`src/verilog/zxmem_bus_pkg.sv`:
```
`default_nettype none

package zxmem_bus_pkg;

   // Kind of Z80 bus cycle seen on the strobes
   typedef enum logic [2:0] {
      CYC_IDLE   = 3'd0,
      CYC_FETCH  = 3'd1,        // M1 opcode read
      CYC_MEM_RD = 3'd2,
      CYC_MEM_WR = 3'd3,
      CYC_IO_RD  = 3'd4,
      CYC_IO_WR  = 3'd5
   } cycle_kind_e;

   // DivMMC automapper entry points
   localparam logic [15:0] TRAP_RST00     = 16'h0000;
   localparam logic [15:0] TRAP_RST08     = 16'h0008;
   localparam logic [15:0] TRAP_RST38     = 16'h0038;
   localparam logic [15:0] TRAP_NMI       = 16'h0066;
   localparam logic [15:0] TRAP_TAPE_LOAD = 16'h04C6;
   localparam logic [15:0] TRAP_TAPE_SAVE = 16'h0562;
   localparam logic [7:0]  TRAP_IMM_PAGE  = 8'h3D;      // $3Dxx maps at once
   localparam logic [12:0] TRAP_EXIT_TAG  = 13'h03FF;   // $1FF8-$1FFF

   typedef struct packed {
      cycle_kind_e  kind;
      logic [15:0]  addr;
      logic [1:0]   region;          // a[15:14]
      logic         io_wr_pulse;     // First clock of an I/O write only
      logic [7:0]   wdata;
      logic         hit_7ffd;
      logic         hit_1ffd;
      logic         hit_e3;
      logic         trap_deferred;
      logic         trap_immediate;
      logic         trap_exit;
      logic         m1_end;
   } bus_cycle_t;

endpackage

`default_nettype wire

```
`src/verilog/zxmem_map_pkg.sv`:
```
`default_nettype none

package zxmem_map_pkg;

   // Boot-time configuration registers on APB
   localparam logic [7:0] MASTERCONF_ADDR   = 8'h00;
   localparam logic [7:0] MASTERMAPPER_ADDR = 8'h01;

   // 16K RAM pages in the low 128K of SRAM
   localparam logic [2:0] PAGE_RAM0 = 3'd0;
   localparam logic [2:0] PAGE_RAM1 = 3'd1;
   localparam logic [2:0] PAGE_RAM2 = 3'd2;
   localparam logic [2:0] PAGE_RAM3 = 3'd3;
   localparam logic [2:0] PAGE_RAM4 = 3'd4;
   localparam logic [2:0] PAGE_RAM5 = 3'd5;
   localparam logic [2:0] PAGE_RAM6 = 3'd6;
   localparam logic [2:0] PAGE_RAM7 = 3'd7;

   ////////////////////////////////////////////////////////////////////////////
   // SRAM area prefixes
   ////////////////////////////////////////////////////////////////////////////
   localparam logic [2:0] SYSROM_PREFIX      = 3'b010;     // Four 16K system ROMs
   localparam logic [5:0] DIVMMC_ROM_PREFIX  = 6'b011000;  // 8K DivMMC ROM
   localparam logic [1:0] DIVMMC_RAM_PREFIX  = 2'b10;      // 16 pages of 8K
   localparam logic [3:0] DIVMMC_MAPRAM_PAGE = 4'd3;

   typedef struct packed {
      logic         boot_mode;
      logic         divmmc_enabled;
      logic         divmmc_nmi_disabled;
      logic [4:0]   mastermapper;
      logic [7:0]   bank128;         // Port $7FFD
      logic [7:0]   bankplus3;       // Port $1FFD
      logic [7:0]   divmmc_ctrl;     // Port $E3
      logic         divmmc_paged;
   } paging_state_t;

endpackage

`default_nettype wire

```
`src/verilog/paging_control.sv`:
```
`timescale 1ns/1ps
`default_nettype none

module paging_control import zxmem_bus_pkg::*, zxmem_map_pkg::*; (
   input  logic          clk,
   input  logic          mrst_n,
   input  bus_cycle_t    cycle,
   input  logic          psel,
   input  logic          penable,
   input  logic          pwrite,
   input  logic [7:0]    paddr,
   input  logic [7:0]    pwdata,
   output logic [7:0]    prdata,
   output paging_state_t state
);

   logic       boot_mode;
   logic       divmmc_enabled;
   logic       divmmc_nmi_disabled;
   logic [4:0] mastermapper;
   logic [7:0] bank128;
   logic [7:0] bankplus3;
   logic [7:0] divmmc_ctrl;
   logic       divmmc_pending;     // Mapping to apply when M1 ends
   logic       divmmc_paged;
   logic       apb_wr;
   logic       port_lock;
   logic       deferred_hit;

   ////////////////////////////////////////////////////////////////////////////
   // Boot configuration over APB
   ////////////////////////////////////////////////////////////////////////////
   assign apb_wr = psel && penable && pwrite && boot_mode;   // Locked once boot ends

   always_ff @(posedge clk) begin
      if (!mrst_n)
         {divmmc_nmi_disabled, divmmc_enabled, boot_mode} <= 3'b001;
      else if (apb_wr && paddr == MASTERCONF_ADDR)
         {divmmc_nmi_disabled, divmmc_enabled, boot_mode} <= pwdata[2:0];
   end

   always_ff @(posedge clk) begin
      if (!mrst_n)
         mastermapper <= 5'd0;
      else if (apb_wr && paddr == MASTERMAPPER_ADDR)
         mastermapper <= pwdata[4:0];
   end

   always_comb begin
      case (paddr)
         MASTERCONF_ADDR:   prdata = {6'b0, divmmc_enabled, boot_mode};
         MASTERMAPPER_ADDR: prdata = {3'b0, mastermapper};
         default:           prdata = 8'hFF;
      endcase
   end

   ////////////////////////////////////////////////////////////////////////////
   // Paging ports
   ////////////////////////////////////////////////////////////////////////////
   assign port_lock = bank128[5];

   always_ff @(posedge clk) begin
      if (!mrst_n) begin
         bank128   <= 8'h00;
         bankplus3 <= 8'h00;
      end else if (cycle.io_wr_pulse && !port_lock) begin
         if (cycle.hit_7ffd)      bank128   <= cycle.wdata;
         else if (cycle.hit_1ffd) bankplus3 <= cycle.wdata;
      end
   end

   always_ff @(posedge clk) begin
      if (!mrst_n)
         divmmc_ctrl <= 8'h00;
      else if (cycle.io_wr_pulse && cycle.hit_e3)
         divmmc_ctrl <= cycle.wdata;
   end

   // DivMMC automapper
   assign deferred_hit = cycle.trap_deferred &&
                         !(cycle.addr == TRAP_NMI && divmmc_nmi_disabled);

   always_ff @(posedge clk) begin
      if (!mrst_n) begin
         divmmc_pending <= 1'b0;
         divmmc_paged   <= 1'b0;
      end else begin
         if (cycle.trap_immediate) begin
            divmmc_paged   <= 1'b1;
            divmmc_pending <= 1'b1;
         end else if (deferred_hit) begin
            divmmc_pending <= 1'b1;
         end else if (cycle.trap_exit) begin
            divmmc_pending <= 1'b0;
         end
         if (cycle.m1_end)
            divmmc_paged <= divmmc_pending;   // Deferred mapping takes effect here
      end
   end

   always_comb begin
      state.boot_mode           = boot_mode;
      state.divmmc_enabled      = divmmc_enabled;
      state.divmmc_nmi_disabled = divmmc_nmi_disabled;
      state.mastermapper        = mastermapper;
      state.bank128             = bank128;
      state.bankplus3           = bankplus3;
      state.divmmc_ctrl         = divmmc_ctrl;
      state.divmmc_paged        = divmmc_paged;
   end

endmodule

`default_nettype wire

```
`config.mk`:
```
export PLATFORM = sky130hd
export DESIGN_NAME = paging_control
export DESIGN_NICKNAME = d
export VERILOG_FILES = /design/src/verilog/zxmem_bus_pkg.sv /design/src/verilog/zxmem_map_pkg.sv /design/src/verilog/paging_control.sv
export SDC_FILE = /design/constraint.sdc
export NUM_CORES = 1
export LEC_CHECK = 0
export ABC_AREA = 1
export CAP_MARGIN = 30
export CORE_MARGIN = 2
export CORE_UTILIZATION = 42
export DETAILED_ROUTE_END_ITERATION = 10
export DONT_BUFFER_PORTS = 1
export SYNTH_ARGS = -nofsm -noshare
export SYNTH_HDL_FRONTEND = slang
export SYNTH_SLANG_ARGS = --single-unit
```
`constraint.sdc`:
```
create_clock -name clk -period 1.45 [get_ports clk]
set_clock_uncertainty 0.15 [all_clocks]
set_input_delay 0.29 -clock clk [delete_from_list [all_inputs] [get_ports clk]]
set_output_delay 0.29 -clock clk [all_outputs]
set_load 0.1 [all_outputs]
```
==> results.yml <==
status:
  outcome: "finished with violations"
  failed_checks: "hold timing, setup timing"
die:
  io_pins: 99
  core_area_um2: 3340
  die_w_um: 62.8
  initial_core_util_pct: 43.5
  die_area_um2: 3940
  row_count: 21
  die_y_um: 62.8
setup_path:
  critPathMaxFanout: 5
  cp.arrival_ns: 1.13
  r2r_cells: 5
  worstSetupStartpointType: "primary input"
  critPathKind: "primary input to primary output"
  end_kind: "primary output"
  cp_data_required_time_ns: 1.01
detailed_routing:
  drt_drc_violations_left: 0
  wl_mm: 4.24
  top_layer: "met4"
  drtAntennaViolNets: 0
  vias: 1518
  wl_met3_um: 369
  met2_length_mm: 2.17
  via_per_inst: 4.91
  m1WireLength_mm: 1.61
  firstDrtPassIters: 4
  wl_per_cell_um: 13.7
  dr.first_iter.drc_count: 43
sta:
  slew_violations: 0
  maxSlewHeadroom_pct: 68.2
  fin_crit_sh_pct: 108
  setup_viol: 8
  hold_slack_ns: -0.00552
  fmax_mhz: 638
  min_period_ns: 1.57
  rsz0062_at_grt: "true"
  tightestPinTransition_ns: 0.478
  worst_slack_ns: -0.117
  hold_violations: 1
  finalSetupTns_ns: -0.797
global_route:
  grt_max_degree: 18
  track_usage_pct: 22.4
  grt_pass1_vias: 1564
  grt_pass1_wl_mm: 6.83
  gr-total-overflow: 0
  antenna_found_initial: 0
logic_synthesis:
  synth_ff_type: "dfxtp_1"
  synthCells: 201
  synth_edf_count: 0
  synth_seq_area_share_pct: 46.9
  synth_cell_types: 22
  yosys_warnings: 0
  synth.most_common_cell: "nand2_1"
  synthArstFlopShare_pct: 0
  synth_common_cells: "nand2_1, dfxtp_1, nor2_1, a21oi_1, inv_1"
  synth_area_per_cell_um2: 7.22
  yosysTopAreaCell: "dfxtp_1"
  synthTopCellsByArea: "dfxtp_1, nand2_1, a21oi_1, nor2_1, o21ai_0"
  synth_top_area_share_pct: 46.9
  synth_nets: 259
  synth_seq_cells: 34
  netlist_area_um2: 1450
clock_network:
  cts.clk_slew.worst_paths_ns: 0.10
  cts.path.max_buffers: 2
  cts_tree: "built"
  numClockSinks: 34
  htreeDepth: 2
  clock_latency_ns: 0.34
  root_buffer: "clkbuf_4"
  cts_buffers: 5
finish:
  layout.cells.non_filler: 309
  design_area_um2: 2390
  drive_gt1_share_pct: 31.2
  antenna_cells: 0
  fin_nets: 320
  area_growth_pct: 64.7
  utilization_pct: 71.6
pwr:
  ir_drop_uv: 621
  p_leak_nw: 0.984
  powerDensity_nw_per_um2: 895
min_path:
  hold_class: "primary input to flip-flop"
  min_path_cells: 2
placement:
  numPortBuffers: 0
  hpwlAfterDp_mm: 2.99
  gp_congestion: 0.796
  placed_area_um2: 2060
  dp_cells: 281
job:
  drv_cap: 0
==> final timing paths <==
| kind | startpoint | to | slack, ns |
|---|---|---|---|
| max reg2reg | boot_mode | boot_mode | 0.17 |
| min | cycle[7] | bankplus3[0] | -0.006 |
| min reg2reg | divmmc_pending | divmmc_paged | 0.34 |
| max | paddr[2] | prdata[0] | -0.12 |
==> area by class of cell <==
class                   instances  area [µm²]
clock buffers                   7        55.1
multi-input cells             137         728
clock inverters                 1        5.00
flip-flops and latches         34         691
well taps                      46        57.6
fillers                       271         947
repair buffers                 64         774
inverters                      20        78.8
==> through the flow <==
stage	worst slack (ns)	power [W]
2_1_floorplan	-0.598	0.00142
3_3_place_gp	-0.0848	0.00155
3_5_place_dp	-0.131	0.00156
4_1_cts	-0.109	0.00215
5_1_grt	-0.148	0.00223
6_report	-0.117	0.00214
==> sequential cells by signal, indices dropped and copies added, names as in the netlist <==
name and cells:
divmmc_paged 1, divmmc_enabled 1, mastermapper 5, bank128 8, bankplus3 8, divmmc_ctrl 8
divmmc_pending 1, divmmc_nmi_disabled 1, boot_mode 1
==> critical path, stage by stage <==
cell and delay (ns):
nor2_4 0.13, nand2_4 0.08, a21oi_4 0.21, buf_12 0.16, nand3_4 0.07, buf_12 0.17
==> report_power, final <==
| part | internal [W] | leakage, nW | switching [W] |
|---|---|---|---|
| sequential | 0.000974 | 0.280 | 0.0000247 |
| clock | 0.000235 | 0.0353 | 0.000308 |
| combinational | 0.000181 | 0.668 | 0.000417 |
| total | 0.00139 | 0.984 | 0.000750 |
==> routing by layer <==
metal	global-route usage, %	up-vias
met5	0	-
met4	10.3	0
met3	7.39	8
met2	41.1	72
met1	22.8	679
li1	-	759
==> cell families (layout without fill, tap and decap cells) <==
kind of cell    Yosys count  in the layout  synth area share, %
simple gates             94             94                 28.1
compound gates           43             43                 15.0
buf+inv                  30             92                 10.0
flops                    34             34                 46.9
==> cell usage in the layout, fill, tap and decap left out, drive strengths merged <==
master        instances
a211oi                1
a21oi                25
and2                  1
buf                  47
clkbuf                7
clkinv                2
clkinvlp              1
dfxtp                34
dlygate4sd3          16
dlymetal6s4s          1
inv                  18
nand2                46
nand3                11
nand3b                1
nor2                 33
nor3                  1
o21ai                17
or2                   1
==> repair_timing <==
action | CTS | global route
pin swaps | 7 | 3
endpoints found under the setup margin | 9 | 16
gates cloned | 1 | 0
setup buffers | 2 | 0
hold buffers | 17 | 0
gates resized for setup | 10 | 10
endpoints found under the hold margin | 34 | 0
(Power assumes the default switching activity.)
