<file path="config.mk">
export PLATFORM = sky130hd
export DESIGN_NAME = cpu_cycle_decode
export DESIGN_NICKNAME = d
export VERILOG_FILES = /design/src/verilog/zxmem_bus_pkg.sv /design/src/verilog/cpu_cycle_decode.sv
export SDC_FILE = /design/constraint.sdc
export NUM_CORES = 1
export LEC_CHECK = 0
export BUFFER_PORTS_ARGS = -buffer_cell sky130_fd_sc_hd__buf_2
export CORE_UTILIZATION = 32
export CTS_CLUSTER_SIZE = 40
export DETAILED_ROUTE_END_ITERATION = 8
export PLACE_DENSITY_LB_ADDON = 0.12
export SKIP_CTS_REPAIR_TIMING = 1
export SYNTH_ARGS = -nofsm -noshare
export SYNTH_HDL_FRONTEND = slang
export SYNTH_SLANG_ARGS = --single-unit
</file>
<file path="constraint.sdc">
create_clock -name clk -period 6 [get_ports clk]
set_clock_uncertainty 0.05 [all_clocks]
set_input_delay 1.2 -clock clk [delete_from_list [all_inputs] [get_ports clk]]
set_output_delay 1.2 -clock clk [all_outputs]
set_load 0.01 [all_outputs]
</file>
<file path="src/verilog/zxmem_bus_pkg.sv">
`default_nettype none

package zxmem_bus_pkg;

   // Kind of Z80 bus cycle seen on the strobes
   typedef enum logic [2:0] {
      CYC_IDLE   = 3'd0,
      CYC_FETCH  = 3'd1,        // M1 opcode read
      CYC_MEM_RD = 3'd2,
      CYC_MEM_WR = 3'd3,
      CYC_IO_RD  = 3'd4,
      CYC_IO_WR  = 3'd5
   } cycle_kind_e;

   // DivMMC automapper entry points
   localparam logic [15:0] TRAP_RST00     = 16'h0000;
   localparam logic [15:0] TRAP_RST08     = 16'h0008;
   localparam logic [15:0] TRAP_RST38     = 16'h0038;
   localparam logic [15:0] TRAP_NMI       = 16'h0066;
   localparam logic [15:0] TRAP_TAPE_LOAD = 16'h04C6;
   localparam logic [15:0] TRAP_TAPE_SAVE = 16'h0562;
   localparam logic [7:0]  TRAP_IMM_PAGE  = 8'h3D;      // $3Dxx maps at once
   localparam logic [12:0] TRAP_EXIT_TAG  = 13'h03FF;   // $1FF8-$1FFF

   typedef struct packed {
      cycle_kind_e  kind;
      logic [15:0]  addr;
      logic [1:0]   region;          // a[15:14]
      logic         io_wr_pulse;     // First clock of an I/O write only
      logic [7:0]   wdata;
      logic         hit_7ffd;
      logic         hit_1ffd;
      logic         hit_e3;
      logic         trap_deferred;
      logic         trap_immediate;
      logic         trap_exit;
      logic         m1_end;
   } bus_cycle_t;

endpackage

`default_nettype wire

</file>
<file path="src/verilog/cpu_cycle_decode.sv">
`timescale 1ns/1ps
`default_nettype none

module cpu_cycle_decode import zxmem_bus_pkg::*; (
   input  logic        clk,
   input  logic        mrst_n,
   input  logic        mreq_n,
   input  logic        iorq_n,
   input  logic        rd_n,
   input  logic        wr_n,
   input  logic        m1_n,
   input  logic [15:0] a,
   input  logic [7:0]  din,
   output bus_cycle_t  cycle
);

   cycle_kind_e kind;
   logic        io_wr;
   logic        io_wr_q;
   logic        fetch;

   always_comb begin
      if (!mreq_n && !rd_n && !m1_n)  kind = CYC_FETCH;
      else if (!mreq_n && !rd_n)      kind = CYC_MEM_RD;
      else if (!mreq_n && !wr_n)      kind = CYC_MEM_WR;
      else if (!iorq_n && !rd_n)      kind = CYC_IO_RD;
      else if (!iorq_n && !wr_n)      kind = CYC_IO_WR;
      else                            kind = CYC_IDLE;
   end

   assign io_wr = (kind == CYC_IO_WR);
   assign fetch = (kind == CYC_FETCH);

   // Strobes may be held for several clocks
   always_ff @(posedge clk) begin
      if (!mrst_n) io_wr_q <= 1'b0;
      else         io_wr_q <= io_wr;
   end

   always_comb begin
      cycle.kind        = kind;
      cycle.addr        = a;
      cycle.region      = a[15:14];
      cycle.io_wr_pulse = io_wr && !io_wr_q;
      cycle.wdata       = din;
      cycle.hit_7ffd    = a[0] && !a[1] && a[14] && !a[15];
      cycle.hit_1ffd    = a[0] && !a[1] && a[12] && (a[15:13] == 3'b000);
      cycle.hit_e3      = (a[7:0] == 8'hE3);
      // The NMI entry is filtered in paging_control
      cycle.trap_deferred  = fetch && (a == TRAP_RST00 || a == TRAP_RST08 ||
                                       a == TRAP_RST38 || a == TRAP_NMI ||
                                       a == TRAP_TAPE_LOAD || a == TRAP_TAPE_SAVE);
      cycle.trap_immediate = fetch && (a[15:8] == TRAP_IMM_PAGE);
      cycle.trap_exit      = fetch && (a[15:3] == TRAP_EXIT_TAG);
      cycle.m1_end         = m1_n;
   end

endmodule

`default_nettype wire

</file>
==> results of run 1 <==
## routing by layer
metal | global-route usage | vias to the layer above | share of wire | wire length (microns)
met5 | 0 | - | 0 | 0
met4 | 0.04032 | 0 | 0.014 | 16
met3 | 0 | 8 | 0.10 | 117
met2 | 0.2383 | 31 | 0.45 | 519
met1 | 0.1943 | 235 | 0.43 | 493
li1 | - | 266 | - | -
## area by class of cell
class,instances,share of cell area
Tap cell,15,0.03348
Multi-Input combinational cell,38,0.4621
Sequential cell,1,0.03571
Timing Repair Buffer,51,0.4554
Inverter,2,0.01339
## power by group through the flow
| stage | Sequential, mW | Clock, mW | Combinational, mW |
|---|---|---|---|
| after floorplan | 0.00693 | 0 | 0.0261 |
| after global placement | 0.00694 | 0 | 0.0332 |
| after detailed placement | 0.00694 | 0 | 0.0333 |
| after CTS | 0.00694 | 0 | 0.0334 |
| after global routing | 0.00694 | 0 | 0.0374 |
| final | 0.00694 | 0 | 0.0329 |
## path summary, 6_finish.rpt
check / from / endpoint / slack [ns] / cells after the start
worst max-delay path: a[3] / cycle[3] / 2.12 / 6
worst min-delay path: mrst_n / io_wr_q / 1.38 / 2
## cell families after synthesis
group,synth area share
buffers and inverters,0.4296
and+or+nand+nor,0.3913
DFF,0.04092
AOI/OAI and AO/OA,0.1381
## placed cells by master (no fill, tap or decap), types with 2 or more instances in the layout
master | synthesis | routed
a21oi_1 | 2 | 2
and3b_1 | 2 | 2
buf_2 | 0 | 51
nand2_1 | 2 | 2
nand2b_1 | 4 | 4
nand3_1 | 5 | 5
nor2_1 | 4 | 4
nor3_1 | 2 | 2
nor4_1 | 5 | 5
## stage by stage
step           instance area, sq um    util
6_report                      560.5  0.4103
5_1_grt                       560.5  0.4103
4_1_cts                       560.5  0.4103
3_5_place_dp                  560.5  0.4103
3_3_place_gp                  560.5  0.4103
2_1_floorplan                 489.2       -
==> flow_metrics.tcl, run 1 <==
set metrics [dict create \
    setup_slack_ns 2.117 \
    dieArea_sq_mm 0.001689 \
    cp_common_cell "buf_2" \
    path_cells "buf_2 -> nand2b_1 -> or4_4 -> a2111oi_4 -> o31a_1 -> buf_2" \
    nets 125 \
    firstDrtPassIters 4 \
    maxSlewViolCount 0 \
    dp_slack_ns 2.109 \
    fp.dieW_microns 41.10 \
    final_cells 107 \
    grt_antenna_before_repair 0 \
    holdWs_ns 1.375 \
    gp_congestion 0.6672 \
    largest_register_ffs 1 \
    largest-register "io_wr_q" \
    rows 13 \
    drive_gt1_frac 0.5870 \
    drtAntennaViolNets 0 \
    p_seq_frac 0.174 \
    vias 540 \
    finalSetupTns_ns 0 \
    crit_arrival_ns 2.63 \
    hold_class "input pin to flip-flop" \
    ys_ff_latch 1 \
    netlist_area_sq_um 489.2 \
    ys_async_sr_fraction 0 \
    seq_area_sq_um 20.02 \
    synthFlopType "dfxtp_1" \
    rsz0062_at_grt "no" \
    status "finished, final reports clean" \
    worst-path-buf-inv 2 \
    multi_input_area_sq_um 259.0 \
    synth_top_cell_area_share 0.4143 \
    crit_path_end_kind "primary output" \
    via_per_inst 5.047 \
    synth_edf_count 0 \
    clk_pin_slew_ns 0 \
    p_total_uw 39.84 \
    setup_viol 0 \
    synth_top_cell_by_area "buf_4" \
    hold_viol_final 0 \
    drt-total-wl_microns 1146 \
    critPathMaxStageDelay_ns 0.50 \
    drc 0 \
    placed_cells 107 \
    slowest_stage "or4_4" \
    grt_pass1_vias 388 \
    die-height_microns 41.10 \
    post_drt_wl_per_cell_microns 10.71 \
    hpwl_microns 976.4 \
    critPathRequiredTime_ns 4.75 \
    ys_warn_count 0 \
    synth.distinct_cells 24 \
    fillers 165 \
    drtIter0Drc 5 \
    worstMarginPinSlew_ns 0.2930 \
    syn_to_final_growth_pct 14.58 \
    synth_area_leaders "buf_4, nor4_1, a2111oi_4" \
    yosysSeqAreaShare 0.04092 \
    syn_inst 68 \
    antenna-diode-count 0 \
    switchingPower_uw 18.45 \
    start_util 0.3581 \
    synth_most_common_cell "buf_4" \
    max_cap_viol_count 0 \
    clkPwrFrac 0 \
    worst-path-max-fanout 4 \
    synth_common_cells "buf_4, nand3_1, nor4_1" \
    fp.coreArea_sq_mm 0.001366 \
    port-buffer-count 51 \
    grt_pass1_wl_microns 1683 \
    p_per_area_mw_per_mm2 71.07 \
    reg_top3 "io_wr_q: 1 flops" \
    grt_max_degree 7 \
    critical_path_class "input pin to primary output" \
    power.combinational.fraction 0.826 \
    slew_headroom 0.8035 \
    ir_drop_uv 38.84 \
    syn-num-nets 99 \
    pin_count 68 \
    min_period_ns 3.883 \
    swShare 0.4630 \
    grt-ovfl-total 0 \
    internal-power_uw 21.39 \
    post-route-period-util 0.6472 \
    max_freq_mhz 257.5 \
    leakage_nw 0.2916 \
    critPathTopFamily "simple AND/OR/NAND/NOR gates" \
    cp-start-kind "input pin" \
    globalRouteTotalUtil 0.1408 \
    syn_area_per_cell_sq_um 7.194 \
]
Power figures use the tool's default switching activity.
==> run 2: changes to the inputs <==
ABC_AREA = 1   (was default)
CORE_ASPECT_RATIO = 1.2   (was default)
CORE_UTILIZATION = 29   (was 32)
clock period = 3.4 ns   (was 6 ns; I/O delays follow)
==> flow_metrics.tcl, run 2 <==
set metrics [dict create \
    final_cells 142 \
    pin_count 68 \
    grt_pass1_wl_microns 1759 \
    yosysSeqAreaShare 0.03493 \
    reg_top3 "io_wr_q: 1 flops" \
    synth_top_family_by_area "simple AND/OR/NAND/NOR gates" \
    hold_path_depth 3 \
    hold_end "io_wr_q" \
    multi_input_area_sq_um 294.0 \
    max_freq_mhz 442.1 \
    hp-start "mrst_n" \
    fp.coreArea_sq_mm 0.001851 \
    critical_path_class "input pin to primary output" \
    clk_pin_slew_ns 0 \
    start_util 0.3097 \
    synth_simple_gate_area_frac 0.4694 \
    internal-power_uw 39.71 \
    drtIter0Drc 7 \
    finalInstanceArea_sq_um 649.4 \
    grt_pass1_vias 453 \
    clkPwrFrac 0 \
    ys_ff_latch 1 \
    path_cells "buf_2 -> nor2_1 -> inv_1 -> nor2_1 -> nand2_1 -> nor2_1 -> nand2_1 -> inv_1 -> buf_2" \
    crit_path_end_kind "primary output" \
    netlist_area_sq_um 573.1 \
    use_met1 0.1255 \
    crit_arrival_ns 1.53 \
    layout_commonest_cell "buf_2" \
    fp.dieW_microns 42.58 \
    seq_area_sq_um 20.02 \
    rsz0062_at_grt "no" \
    cp_common_cell "nor2_1" \
    syn-num-nets 130 \
    hold_viol_final 0 \
    drt-total-wl_microns 1152 \
    synthAdderAreaFrac 0 \
    grt_max_degree 6 \
    syn_area_per_cell_sq_um 5.788 \
    swShare 0.4859 \
    min_period_ns 2.262 \
    synthFlopType "dfxtp_1" \
    use_met3 0.003597 \
    firstDrtPassIters 2 \
    synth_edf_count 0 \
    max_cap_viol_count 0 \
    globalRouteTotalUtil 0.09817 \
    synth-xor-area-share 0 \
    dpl_cell_area_sq_um 649.4 \
    hpwl_microns 1076 \
    status "finished, final reports clean" \
    dieArea_sq_mm 0.002159 \
    ir_drop_uv 45.01 \
    synth_top_cell_area_share 0.3537 \
    switchingPower_uw 37.53 \
    worst-path-max-fanout 4 \
    syn_inst 99 \
    ys_warn_count 0 \
    worstMarginPinSlew_ns 0.2169 \
    drtAntennaViolNets 0 \
    post_drt_wl_per_cell_microns 8.113 \
    nets 156 \
    hold_class "input pin to flip-flop" \
    dp_slack_ns 1.125 \
    vias 611 \
    synth_compound_area_frac 0.04367 \
    finalSetupTns_ns 0 \
    ys_async_sr_fraction 0 \
    via_per_inst 4.303 \
    synth_common_cells "buf_4, nand2_1, nor2_1" \
    synth_area_leaders "buf_4, nand2_1, nor2_1" \
    gp_congestion 0.7743 \
    port-buffer-count 51 \
    largest_register_ffs 1 \
    grt-ovfl-total 0 \
    critPathMaxStageDelay_ns 0.14 \
    setup_viol 0 \
    antenna-diode-count 0 \
    setup_slack_ns 1.138 \
    maxSlewViolCount 0 \
    p_total_uw 77.24 \
    die-height_microns 50.70 \
    p_seq_frac 0.158 \
    drive_gt1_frac 0.5447 \
    use_met2 0.1846 \
    power.combinational.fraction 0.842 \
    worst-path-buf-inv 4 \
    post-route-period-util 0.6653 \
    synth_most_common_cell "buf_4" \
    rows 17 \
    p_per_area_mw_per_mm2 118.9 \
    drc 0 \
    cp-start-kind "input pin" \
    leakage_nw 0.3962 \
    synth.distinct_cells 22 \
    critPathRequiredTime_ns 2.67 \
    final_cell_mix "buf_2, nand2_1, nor2_1" \
    syn_to_final_growth_pct 13.32 \
    critPathTopFamily "simple AND/OR/NAND/NOR gates" \
    fillers 226 \
    grt_antenna_before_repair 0 \
    synth_top_cell_by_area "buf_4" \
    busiest_layer "met2" \
    placed_cells 142 \
    slowest_stage "nor2_1" \
    largest-register "io_wr_q" \
    slew_headroom 0.8552 \
    yosys-mux-area-fraction 0 \
]
run 2: cell types whose count changed after synthesis, moves of 3 or more:
cell | previous run | this run
nor2_2 | 0 | 3
inv_2 | 1 | 5
nor4_1 | 5 | 1
nand2b_1 | 4 | 0
nand2_1 | 2 | 21
nor2_1 | 4 | 12
inv_1 | 1 | 10
run 2: area by class of cell:
class / instances / share of cell area
Inverter: 15 / 0.08671
Multi-Input combinational cell: 56 / 0.4528
Sequential cell: 1 / 0.03083
Tap cell: 19 / 0.03661
Timing Repair Buffer: 51 / 0.3931
run 2: how the worst max path moves through the flow:
stage / slack [ns] / depth (start not counted) / from / to
after CTS: 1.12 / 9 / a[14] / cycle[3]
after floorplan: 1.41 / 7 / mreq_n / cycle[15]
after global placement: 1.17 / 9 / a[14] / cycle[3]
after detailed placement: 1.13 / 9 / a[14] / cycle[3]
final: 1.14 / 9 / a[14] / cycle[3]
after global routing: 1.02 / 9 / a[14] / cycle[3]
run 2: metal layers:
metal  share of wire  vias to the layer above  routed length, microns
met3           0.093                        4                     107
met4          0.0087                        0                      10
li1                -                      331                       -
met5               0                        -                       0
met2            0.47                       30                     538
met1            0.43                      246                     496
run 2: kinds of logic (layout without fill, tap and decap cells):
group / Yosys count / in the layout
AOI/OAI and AO/OA: 3 / 3
buffers and inverters: 42 / 66
DFF: 1 / 1
and+or+nand+nor: 53 / 53
run 2: through the flow:
stage | hold WS [ns] | util
2_1_floorplan | 0.7413 | -
3_3_place_gp | 0.8475 | 0.3509
3_5_place_dp | 0.8503 | 0.3509
4_1_cts | 0.8513 | 0.3509
5_1_grt | 0.8823 | 0.3509
6_report | 0.8514 | 0.3509
run 2: power by group through the flow:
stage               registers (mW)  clock network (mW)  logic (mW)
finish                      0.0122                   0      0.0650
global route                0.0123                   0      0.0731
CTS                         0.0122                   0      0.0660
detailed placement          0.0122                   0      0.0659
global placement            0.0122                   0      0.0658
floorplan                   0.0122                   0      0.0552
