**src/verilog/zxmem_bus_pkg.sv**
```systemverilog
`default_nettype none

package zxmem_bus_pkg;

   // Kind of Z80 bus cycle seen on the strobes
   typedef enum logic [2:0] {
      CYC_IDLE   = 3'd0,
      CYC_FETCH  = 3'd1,        // M1 opcode read
      CYC_MEM_RD = 3'd2,
      CYC_MEM_WR = 3'd3,
      CYC_IO_RD  = 3'd4,
      CYC_IO_WR  = 3'd5
   } cycle_kind_e;

   // DivMMC automapper entry points
   localparam logic [15:0] TRAP_RST00     = 16'h0000;
   localparam logic [15:0] TRAP_RST08     = 16'h0008;
   localparam logic [15:0] TRAP_RST38     = 16'h0038;
   localparam logic [15:0] TRAP_NMI       = 16'h0066;
   localparam logic [15:0] TRAP_TAPE_LOAD = 16'h04C6;
   localparam logic [15:0] TRAP_TAPE_SAVE = 16'h0562;
   localparam logic [7:0]  TRAP_IMM_PAGE  = 8'h3D;      // $3Dxx maps at once
   localparam logic [12:0] TRAP_EXIT_TAG  = 13'h03FF;   // $1FF8-$1FFF

   typedef struct packed {
      cycle_kind_e  kind;
      logic [15:0]  addr;
      logic [1:0]   region;          // a[15:14]
      logic         io_wr_pulse;     // First clock of an I/O write only
      logic [7:0]   wdata;
      logic         hit_7ffd;
      logic         hit_1ffd;
      logic         hit_e3;
      logic         trap_deferred;
      logic         trap_immediate;
      logic         trap_exit;
      logic         m1_end;
   } bus_cycle_t;

endpackage

`default_nettype wire

```
**src/verilog/zxmem_map_pkg.sv**
```systemverilog
`default_nettype none

package zxmem_map_pkg;

   // Boot-time configuration registers on APB
   localparam logic [7:0] MASTERCONF_ADDR   = 8'h00;
   localparam logic [7:0] MASTERMAPPER_ADDR = 8'h01;

   // 16K RAM pages in the low 128K of SRAM
   localparam logic [2:0] PAGE_RAM0 = 3'd0;
   localparam logic [2:0] PAGE_RAM1 = 3'd1;
   localparam logic [2:0] PAGE_RAM2 = 3'd2;
   localparam logic [2:0] PAGE_RAM3 = 3'd3;
   localparam logic [2:0] PAGE_RAM4 = 3'd4;
   localparam logic [2:0] PAGE_RAM5 = 3'd5;
   localparam logic [2:0] PAGE_RAM6 = 3'd6;
   localparam logic [2:0] PAGE_RAM7 = 3'd7;

   ////////////////////////////////////////////////////////////////////////////
   // SRAM area prefixes
   ////////////////////////////////////////////////////////////////////////////
   localparam logic [2:0] SYSROM_PREFIX      = 3'b010;     // Four 16K system ROMs
   localparam logic [5:0] DIVMMC_ROM_PREFIX  = 6'b011000;  // 8K DivMMC ROM
   localparam logic [1:0] DIVMMC_RAM_PREFIX  = 2'b10;      // 16 pages of 8K
   localparam logic [3:0] DIVMMC_MAPRAM_PAGE = 4'd3;

   typedef struct packed {
      logic         boot_mode;
      logic         divmmc_enabled;
      logic         divmmc_nmi_disabled;
      logic [4:0]   mastermapper;
      logic [7:0]   bank128;         // Port $7FFD
      logic [7:0]   bankplus3;       // Port $1FFD
      logic [7:0]   divmmc_ctrl;     // Port $E3
      logic         divmmc_paged;
   } paging_state_t;

endpackage

`default_nettype wire

```
**src/verilog/sram_address_map.sv**
```systemverilog
`timescale 1ns/1ps
`default_nettype none

module sram_address_map import zxmem_bus_pkg::*, zxmem_map_pkg::*; (
   input  bus_cycle_t    cycle,
   input  paging_state_t state,
   output logic [18:0]   sram_addr,
   output logic          sram_we_n,
   output logic [7:0]    sram_wdata,
   input  logic [7:0]    sram_rdata,
   output logic [13:0]   rom_addr,
   output logic          rom_we,
   input  logic [7:0]    rom_rdata,
   output logic [7:0]    dout,
   output logic          oe_n
);

   logic       mem_rd;
   logic       mem_wr;
   logic       boot_area;
   logic       allram;
   logic [1:0] arrangement;
   logic [1:0] rom_sel;
   logic [3:0] div_page;
   logic       mapram;
   logic       conmem;
   logic       div_active;
   logic       wr_block;          // Write to a read-only area

   function automatic logic [18:0] ram_addr(input logic [2:0] page, input logic [13:0] offs);
      return {2'b00, page, offs};
   endfunction

   assign mem_rd      = (cycle.kind == CYC_FETCH) || (cycle.kind == CYC_MEM_RD);
   assign mem_wr      = (cycle.kind == CYC_MEM_WR);
   assign boot_area   = state.boot_mode && (cycle.region == 2'd0);
   assign allram      = state.bankplus3[0];
   assign arrangement = state.bankplus3[2:1];
   assign rom_sel     = {state.bankplus3[2], state.bank128[4]};
   assign div_page    = state.divmmc_ctrl[3:0];
   assign mapram      = state.divmmc_ctrl[6];
   assign conmem      = state.divmmc_ctrl[7];
   assign div_active  = state.divmmc_enabled && (state.divmmc_paged || conmem);

   ////////////////////////////////////////////////////////////////////////////
   // Address per 16K region
   ////////////////////////////////////////////////////////////////////////////
   always_comb begin
      sram_addr = 19'h00000;
      wr_block  = 1'b0;
      if (mem_rd || mem_wr) begin
         case (cycle.region)
            2'd0: begin
               if (state.boot_mode) begin
                  wr_block = 1'b1;                 // Served by the boot ROM
               end else if (div_active) begin
                  if (!cycle.addr[13]) begin
                     wr_block = 1'b1;
                     if (conmem || !mapram)
                        sram_addr = {DIVMMC_ROM_PREFIX, cycle.addr[12:0]};
                     else
                        sram_addr = {DIVMMC_RAM_PREFIX, DIVMMC_MAPRAM_PAGE, cycle.addr[12:0]};
                  end else begin
                     sram_addr = {DIVMMC_RAM_PREFIX, div_page, cycle.addr[12:0]};
                     wr_block  = !conmem && mapram && (div_page == DIVMMC_MAPRAM_PAGE);
                  end
               end else if (!allram) begin
                  sram_addr = {SYSROM_PREFIX, rom_sel, cycle.addr[13:0]};
                  wr_block  = 1'b1;
               end else begin
                  sram_addr = ram_addr((arrangement == 2'd0) ? PAGE_RAM0 : PAGE_RAM4,
                                       cycle.addr[13:0]);
               end
            end
            2'd1: begin
               if (state.boot_mode || !allram)
                  sram_addr = ram_addr(PAGE_RAM5, cycle.addr[13:0]);
               else
                  case (arrangement)
                     2'd0:    sram_addr = ram_addr(PAGE_RAM1, cycle.addr[13:0]);
                     2'd3:    sram_addr = ram_addr(PAGE_RAM7, cycle.addr[13:0]);
                     default: sram_addr = ram_addr(PAGE_RAM5, cycle.addr[13:0]);
                  endcase
            end
            2'd2: begin
               if (state.boot_mode || !allram || arrangement == 2'd0)
                  sram_addr = ram_addr(PAGE_RAM2, cycle.addr[13:0]);
               else
                  sram_addr = ram_addr(PAGE_RAM6, cycle.addr[13:0]);
            end
            default: begin
               if (state.boot_mode)
                  sram_addr = {state.mastermapper, cycle.addr[13:0]};   // Any 16K of SRAM
               else if (!allram)
                  sram_addr = ram_addr(state.bank128[2:0], cycle.addr[13:0]);
               else if (arrangement == 2'd1)
                  sram_addr = ram_addr(PAGE_RAM7, cycle.addr[13:0]);
               else
                  sram_addr = ram_addr(PAGE_RAM3, cycle.addr[13:0]);
            end
         endcase
      end
   end

   assign sram_we_n  = !(mem_wr && !wr_block);
   assign sram_wdata = cycle.wdata;
   assign rom_addr   = cycle.addr[13:0];
   assign rom_we     = boot_area && mem_wr;

   // CPU read data
   always_comb begin
      if (boot_area && mem_rd) begin
         dout = rom_rdata;
         oe_n = 1'b0;
      end else if (mem_rd) begin
         dout = sram_rdata;
         oe_n = 1'b0;
      end else begin
         dout = 8'hFF;
         oe_n = 1'b1;
      end
   end

endmodule

`default_nettype wire

```
**config.mk**
```make
export PLATFORM = sky130hd
export DESIGN_NAME = sram_address_map
export DESIGN_NICKNAME = d
export VERILOG_FILES = /design/src/verilog/zxmem_bus_pkg.sv /design/src/verilog/zxmem_map_pkg.sv /design/src/verilog/sram_address_map.sv
export SDC_FILE = /design/constraint.sdc
export NUM_CORES = 1
export LEC_CHECK = 0
export BUFFER_PORTS_ARGS = -buffer_cell sky130_fd_sc_hd__buf_2
export CAP_MARGIN = 10
export CORE_MARGIN = 4
export CORE_UTILIZATION = 28
export DETAILED_ROUTE_END_ITERATION = 7
export GPL_ROUTABILITY_DRIVEN = 0
export PLACE_DENSITY = 0.95
export SETUP_SLACK_MARGIN = 0.5
export SLEW_MARGIN = 20
export SYNTH_ARGS = -nofsm -noshare
export SYNTH_HDL_FRONTEND = slang
export SYNTH_SLANG_ARGS = --single-unit
export TNS_END_PERCENT = 20
```
**constraint.sdc**
```tcl
create_clock -name vclk -period 1.35
set_input_delay 0.2025 -clock vclk [all_inputs]
set_output_delay 0.2025 -clock vclk [all_outputs]
set_load 0.05 [all_outputs]
```
==> results of run 1 <==
[per-layer routing]
layer  vias to the layer above  wire length (um)  share of wire (%)
li1                        617                 -                  -
met1                       600              1330                 33
met2                        89              2220                 54
met3                         8               433                 11
met4                         0               100                2.4
met5                         -                 0                  0
[power breakdown]
group / switching (mW) / internal [mW] / leakage (nW) / total [mW]
combinational: 0.504 / 0.364 / 0.931 / 0.868
clock: 0 / 0 / 0 / 0
sequential: 0 / 0 / 0 / 0
total: 0.504 / 0.364 / 0.931 / 0.868
[per-stage QoR]
| step | utilization (%) | instances | setup WS, ps | area (sq um) |
|---|---|---|---|---|
| floorplan | - | 131 | -151 | 947 |
| global placement | 55.8 | 251 | -233 | 1430 |
| detailed placement | 55.8 | 251 | -236 | 1430 |
| CTS | 69.6 | 253 | -138 | 1790 |
| global route | 76.0 | 254 | -223 | 1950 |
| finish | 76.0 | 254 | -178 | 1950 |
[layout make-up]
| type | instances | area share (%) |
|---|---|---|
| timing repair buffer | 119 | 52.0 |
| multi-input combinational | 101 | 45.3 |
| inverter | 4 | 0.770 |
| tap | 30 | 1.92 |
[cells in the mapped netlist, drive strengths merged]
| master | instances |
|---|---|
| nand2b | 4 |
| o31a | 1 |
| nor2b | 2 |
| nor2 | 9 |
| nor4b | 1 |
| a311oi | 1 |
| o211ai | 2 |
| a31oi | 1 |
| nand3 | 9 |
| nand4 | 2 |
| a221o | 1 |
| nand2 | 22 |
| mux2 | 1 |
| o41ai | 1 |
| mux2i | 1 |
| o21a | 1 |
| a211oi | 2 |
| o21ai | 5 |
| a21oi | 7 |
| xnor2 | 1 |
| buf | 26 |
| o21bai | 2 |
| o22ai | 1 |
| nor3 | 7 |
| inv | 4 |
| clkbuf | 1 |
| and2 | 15 |
| a21o | 1 |
[cell families (layout without fill, tap and decap cells)]
kind of cell,Yosys count,in the layout
AO/OA/AOI/OAI,26,26
XOR/XNOR,1,1
buffers and inverters,31,123
multiplexers,2,2
AND/OR/NAND/NOR,71,72
[worst paths after layout]
check / endpoint / slack, ps / cells past startpoint
max: sram_addr[13] / -180 / 6
min: sram_wdata[0] / 410 / 0
[worst max-delay path: cells and delay by family]
family | cells | cell delay [ps]
AOI/OAI and AO/OA | 2 | 350
buffers and inverters | 2 | 310
and+or+nand+nor | 2 | 460
[repair_timing]
item	4_1_cts	5_1_grt
resized for setup	98	41
cloned	1	0
endpoints found under the hold margin	0	0
pin swaps	17	16
endpoints found under the setup margin	31	30
setup buffers	1	1
==> summary.md, run 1 <==
| Metric | Value |
|---|---|
| RSZ-0062 raised after global routing | true |
| Fillcell total | about 160 |
| Final setup fails | 5 |
| Avg Cell Area, Syn | 6.00 sq um |
| GRT Util Overall | about a fifth |
| Die area | roughly 3700 sq um |
| Maxcap violations | 0 |
| Multiplexer share of the synthesized area | 2.71% |
| Initial DRC count | 33 |
| Hold_buf cts | 0 |
| Die height | between 60 and 70 um |
| Sequential cell count | 0 |
| Final period utilization | 113% |
| Yosys warnings | 0 |
| Antenna violations before repair | 0 |
| Max Freq | 0.654 GHz |
| Sequential-to-total area share from yosys stat | 0% |
| CLK BUF | 0 |
| Largest net degree at the start of global routing | 10 |
| CP cell instances | buf_8 > nor3_4 > and2_4 > a21oi_4 > a311oi_4 > buf_6 |
| Commonest cells after routing, fill and taps aside | buf_2, buf_6, nand2_1 |
| Grt total ovfl | 0 |
| TritonRoute pass-1 iters | 5 |
| Final worst-path setup slack | -178 ps |
| Post-Synth Adder-Cell Area | 0% |
| Vias in the first global route | roughly 1200 |
| DR WL/cell | around 16 um |
| First-pass GRT wire length | between 5000 and 6000 um |
| Reg area | 0 sq um |
| Grt met2 use | between 30% and 40% |
| Fin. max-slew vios | 0 |
| Startpoint Class | input port |
| CP endpoint kind | output pin |
| # IOs | roughly 140 |
| WS Path Type | in2out |
| Routed Antenna Nets | 0 |
| Max incr delay on CP | approximately 280 ps |
| Multi-input logic area | between 800 and 900 sq um |
| Largest area contributor in the netlist | buf_4 |
| Top cell type's share of synthesized area | between 20% and 30% |
| CP Data Arrival Time | approximately 1300 ps |
| Share of cells above drive strength 1 | 76.3% |
| Die Width | between 60 and 70 um |
| Worst Path Required | ~1200 ps |
| PortBufs | 100 |
| Mapped Cells | approximately 130 |
| FP Rows | 18 |
| Total Wirelength | 4080 um |
| XOR/XNOR Fraction of Synth Area | 1.11% |
| Final hold viol count | 0 |
| Status | finished with violations |
| Final nets | 312 |
| Hold WS | between 400 and 500 ps |
| GR met1 Demand/Resource | 19.6% |
| Yosys cell types | 34 |
| # diodes | 0 |
| Area delta synth->final | 148% |
| Least-Margin Pin Slew | between 200 and 300 ps |
| Most common cell after layout, fill and taps aside | buf_2 |
| Leading post-synthesis cells by cell area | buf_4, and2_1, nand2_1 |
| Crit-path slowest cell | a311oi_4 |
| Syn Nets | 217 |
| Maximum vdd drop | 0.369 mV |
| DP HPWL | around 2800 um |
| Violated checks | setup timing |
| CP Launch Point | cycle[16] |
| Compound-gate portion of the synthesized area | a little over a fifth |
| CP Max Fanout | 4 |
| Via count | 1314 |
| Lkg Pwr | about 0.93 nW |
| Total Power | just under 0.9 mW |
| GRT met3 Usage | 3.40% |
| Largest family of logic cells by synthesized area | simple AND/OR/NAND/NOR gates |
| Via/cell ratio | 5.17 |
| PD cells | approximately 440 nW/um^2 |
| Grt peak-use layer | met2 |
| Initial Util | a little under a third |
| Synth Area in Simple Gates | between 40 and 50% |
| Sum Neg Setup Slack | -399 ps |
| Slew HR | between 80 and 90% |
| Min Tclk post-route | 1530 ps |
| CORE AREA | about 2600 sq um |
| HP Class | in2out |
| Hold_sp | cycle[7] |
| Synth Cell Area | about 790 sq um |
| DRC viols | 0 |
(Power assumes the default switching activity.)
==> inputs of run 2 (changes only) <==
- SETUP_SLACK_MARGIN: 0.5 -> 0.02
==> summary.md, run 2 (synthesis results as in run 1) <==
| Metric | Value |
|---|---|
| Status | finished with violations |
| Violated checks | setup timing |
| Startpoint Class | input port |
| Vias in the first global route | 1190 (-4.1%) |
| CP Buf/Inv Count | 2 (unchanged) |
| FP Rows | 18 (unchanged) |
| Worst Path Required | 1150 ps (about the same) |
| CP endpoint kind | output pin |
| PD cells | 446 nW/um^2 (+0.13%) |
| Least-Margin Pin Slew | 329 ps (+33.5 ps) |
| Min Tclk post-route | 1510 ps (-21.2 ps) |
| Final worst-path setup slack | -157 ps (+21.2 ps) |
| Maxcap violations | 0 (unchanged) |
| Initial DRC count | 39 (+18%) |
| DP HPWL | 2750 um (-3.1%) |
| Final hold viol count | 0 (unchanged) |
| Hold_buf cts | 0 (unchanged) |
| Wire length on met3 | 367 um (-15%) |
| Fin util | 71.6% (-4.4 points) |
| Final period utilization | 112% (-1.6 points) |
| Largest net degree at the start of global routing | 10 (unchanged) |
| CP cell instances | buf_8 > o21a_4 > nor4b_4 > a21oi_2 > a211oi_4 > buf_6 |
| Final nets | 314 (+0.64%) |
| CLK BUF | 0 (unchanged) |
| Die height | 61.0 um (unchanged) |
| CORE AREA | 2570 sq um (unchanged) |
| RSZ-0062 raised after global routing | true |
| Slew HR | 78.0% (-2.2 points) |
| DRT met1 WL | 1300 um (-2.6%) |
| Grt total ovfl | 0 (unchanged) |
| Reg area | 0 sq um (unchanged) |
| Met2 routed WL | 2180 um (-1.9%) |
| Fillcell total | 201 (+23%) |
| DRC viols | 0 (unchanged) |
| Area delta synth->final | 134% |
| CP Data Arrival Time | 1300 ps (-30 ps) |
| GRT Util Overall | 17.7% (-1.5 points) |
| CP Max Fanout | 6 (+2) |
| Via/cell ratio | 4.85 (-6.2%) |
| Cell family with most CP delay | compound AO/OA/AOI/OAI gates |
| TritonRoute pass-1 iters | 4 (-1) |
| Top Metal Used | met4 |
| Lkg Pwr | 0.880 nW (-5.5%) |
| Initial Util | 30.6% (unchanged) |
| WS Path Type | in2out |
| Share of cells above drive strength 1 | 76.5% (+0.21 points) |
| Hold Crit Depth | 0 (unchanged) |
| DP Worst Slack | -274 ps (-38.0 ps) |
| Die Width | 61.0 um (unchanged) |
| Routed Antenna Nets | 0 (unchanged) |
| First-pass GRT wire length | 5130 um (-6.8%) |
| Max incr delay on CP | 290 ps (about the same) |
| Antenna violations before repair | 1 (+1) |
| Crit-path slowest cell | nor4b_4 |
| Max Freq | 0.664 GHz (+1.4%) |
| Most common cell after layout, fill and taps aside | buf_2 |
| PortBufs | 100 (unchanged) |
| # IOs | 138 (unchanged) |
| Final setup fails | 8 (+3) |
| Total Wirelength | 3930 um (-3.7%) |
| Via count | 1247 (-5.1%) |
| Sequential cell count | 0 (unchanged) |
| Commonest cells after routing, fill and taps aside | buf_2, buf_6, nand2_1 |
| Post-route cell area | 1840 sq um (-5.8%) |
| DR WL/cell | 15.3 um (-4.8%) |
| Critical path depth | 6 (unchanged) |
| Die area | 3720 sq um (unchanged) |
| Fin. max-slew vios | 0 (unchanged) |
| HP Class | in2out |
| Maximum vdd drop | 0.376 mV (+1.7%) |
| DP Area | 1390 sq um (-3.3%) |
==> run 2: changes by cell type in the layout (fill, tap and decap cells not counted), sizes merged <==
cell	change
buf	+2
diode	+1
==> run 2: repair_timing <==
action                                 CTS  global route
resized for setup                       73            43
gates cloned                             1             0
setup endpoints to repair               30            29
endpoints found under the hold margin    0             0
pin swaps                                6            10
setup buffers                            1             3
==> run 2: power by group <==
group / leakage (nW) / internal, mW / switching (mW)
Clock: 0.00000634 / 0.0000000990 / 0
Combinational: 0.880 / 0.327 / 0.492
Sequential: 0 / 0 / 0
Total: 0.880 / 0.327 / 0.492
==> run 2: final cells by class <==
cell class | count | area (sq um) | share of cell area [%]
diodes | 1 | 2.50 | 0.136
well taps | 30 | 37.5 | 2.04
repair buffers | 121 | 932 | 50.7
inverters | 4 | 15.0 | 0.817
multi-input cells | 101 | 851 | 46.3
==> run 2: per-stage QoR <==
stage | cells | TNS, ps | hold slack [ps] | total power, mW
global placement | 251 | -3740 | 405 | 0.639
detailed placement | 251 | -4380 | 405 | 0.650
global route | 257 | -1040 | 405 | 0.860
floorplan | 131 | -2030 | 468 | 0.525
finish | 257 | -413 | 405 | 0.819
CTS | 253 | -377 | 405 | 0.747
==> run 2: path summary, 6_finish.rpt <==
kind                  from             to
setup / recovery  state[0]  sram_addr[16]
hold / removal    cycle[7]  sram_wdata[0]
==> run 2: layer usage <==
layer | vias to the layer above | global-route usage, %
met5 | - | 0
met4 | 0 | 3.72
met3 | 6 | 1.91
met2 | 73 | 38.0
met1 | 546 | 17.5
li1 | 622 | -
==> inputs of run 3 (changes only) <==
- CELL_PAD_IN_SITES_DETAIL_PLACEMENT: default -> 2
- CELL_PAD_IN_SITES_GLOBAL_PLACEMENT: default -> 2
- CORE_UTILIZATION: 28 -> 10
- PLACE_DENSITY: 0.95 -> 0.92
==> summary.md, run 3 (synthesis results as in run 1) <==
| Metric | Value |
|---|---|
| CP Max Fanout | 5 (-1) |
| Via count | 1329 (+6.6%) |
| TritonRoute pass-1 iters | 3 (-1) |
| Maxcap violations | 0 (unchanged) |
| DR WL/cell | 15.1 um (-1.5%) |
| Final period utilization | 110% (-1.4 points) |
| Vias in the first global route | 1536 (+29%) |
| Hold WS | 405 ps (+0.00300 ps) |
| PD cells | 436 nW/um^2 (-2.1%) |
| Min Tclk post-route | 1490 ps (-18.7 ps) |
| Max Freq | 0.672 GHz (+1.3%) |
| Final worst-path setup slack | -138 ps (+18.7 ps) |
| Reg area | 0 sq um (unchanged) |
| Worst Path Required | 1150 ps (about the same) |
| GRT Util Overall | 10.1% (-7.6 points) |
| PortBufs | 100 (unchanged) |
| HP Class | in2out |
| Area delta synth->final | 139% |
| Largest net degree at the start of global routing | 10 (unchanged) |
| Initial Util | 10.2% (-20 points) |
| Least-Margin Pin Slew | 417 ps (+88.8 ps) |
| Commonest cells after routing, fill and taps aside | buf_2, buf_6, nand2_1 |
| Fillcell total | 934 (+360%) |
| DRC viols | 0 (unchanged) |
| CP Data Arrival Time | 1290 ps (about the same) |
| Slew HR | 72.1% (-5.9 points) |
| Sequential cell count | 0 (unchanged) |
| Violated checks | setup timing |
| Lkg Pwr | 0.872 nW (-0.90%) |
| Routed Antenna Nets | 0 (unchanged) |
| Final hold viol count | 0 (unchanged) |
| RSZ-0062 raised after global routing | true |
| Most common cell after layout, fill and taps aside | buf_2 |
| CLK BUF | 0 (unchanged) |
| Die height | 96.6 um (+58%) |
| Hold Crit Depth | 0 (unchanged) |
| Initial DRC count | 17 (-56%) |
| Die Width | 96.6 um (+58%) |
| CP endpoint kind | output pin |
| Via/cell ratio | 4.04 (-17%) |
| Fin. max-slew vios | 0 (unchanged) |
| # diodes | 0 (-1) |
| Final setup fails | 7 (-1) |
| DP HPWL | 3890 um (+41%) |
| CORE AREA | 7690 sq um (+200%) |
| Status | finished with violations |
| WS Path Type | in2out |
| Share of cells above drive strength 1 | 72.7% (-3.9 points) |
| Final nets | 315 (+0.32%) |
| Die area | 9340 sq um (+150%) |
| Antenna violations before repair | 0 (-1) |
| # IOs | 138 (unchanged) |
| Grt total ovfl | 0 (unchanged) |
| FP Rows | 32 (+14) |
| Total Wirelength | 4960 um (+26%) |
| Maximum vdd drop | 0.134 mV (-64%) |
| First-pass GRT wire length | 8000 um (+56%) |
| Startpoint Class | input port |
| DP Worst Slack | -324 ps (-49.7 ps) |
[run 3: per-layer routing]
metal  track usage, %  vias to the layer above  routed length, um
met5                0                        -                  0
met4             1.62                        0                 88
met3             1.66                        8                299
met2             21.5                       70               2860
met1             10.1                      632               1710
li1                 -                      619                  -
[run 3: critical path, stage by stage]
cell,delay (ps)
buf_6,100
o21a_4,230
nor4b_4,260
a21oi_2,70
a211oi_4,230
buf_6,190
[run 3: power breakdown]
group	internal, mW	switching (mW)	total, mW
logic	0.323	0.497	0.819
clock network	0	0	0
registers	0	0	0
[run 3: area by class of cell]
cell class | count | area (sq um) | area share [%]
Timing Repair Buffer | 122 | 930 | 49.5
Multi-Input combinational cell | 101 | 806 | 42.9
Tap cell | 102 | 128 | 6.80
Inverter | 4 | 15.0 | 0.799
[run 3: repair_timing]
action                     in CTS  in global routing
gates cloned                    1                  0
hold buffers                    0                  0
setup endpoints to repair      29                 30
resized for setup              83                 22
pin swaps                      11                  6
hold endpoints to repair        0                  0
buffers inserted                3                  1
[run 3: worst paths after layout]
kind	endpoint	slack [ps]	start
min	sram_wdata[1]	410	cycle[8]
max	sram_addr[16]	-140	state[0]
[run 3: through the flow]
step | std cells | total power [mW] | setup TNS (ps) | util, % | cell area (sq um)
2_1_floorplan | 131 | 0.525 | -2030 | - | 921
3_5_place_dp | 324 | 0.671 | -6450 | 19.1 | 1470
6_report | 329 | 0.819 | -551 | 24.4 | 1880
3_3_place_gp | 324 | 0.651 | -5250 | 19.1 | 1470
5_1_grt | 329 | 0.870 | -1260 | 24.4 | 1880
4_1_cts | 328 | 0.785 | -641 | 23.2 | 1780
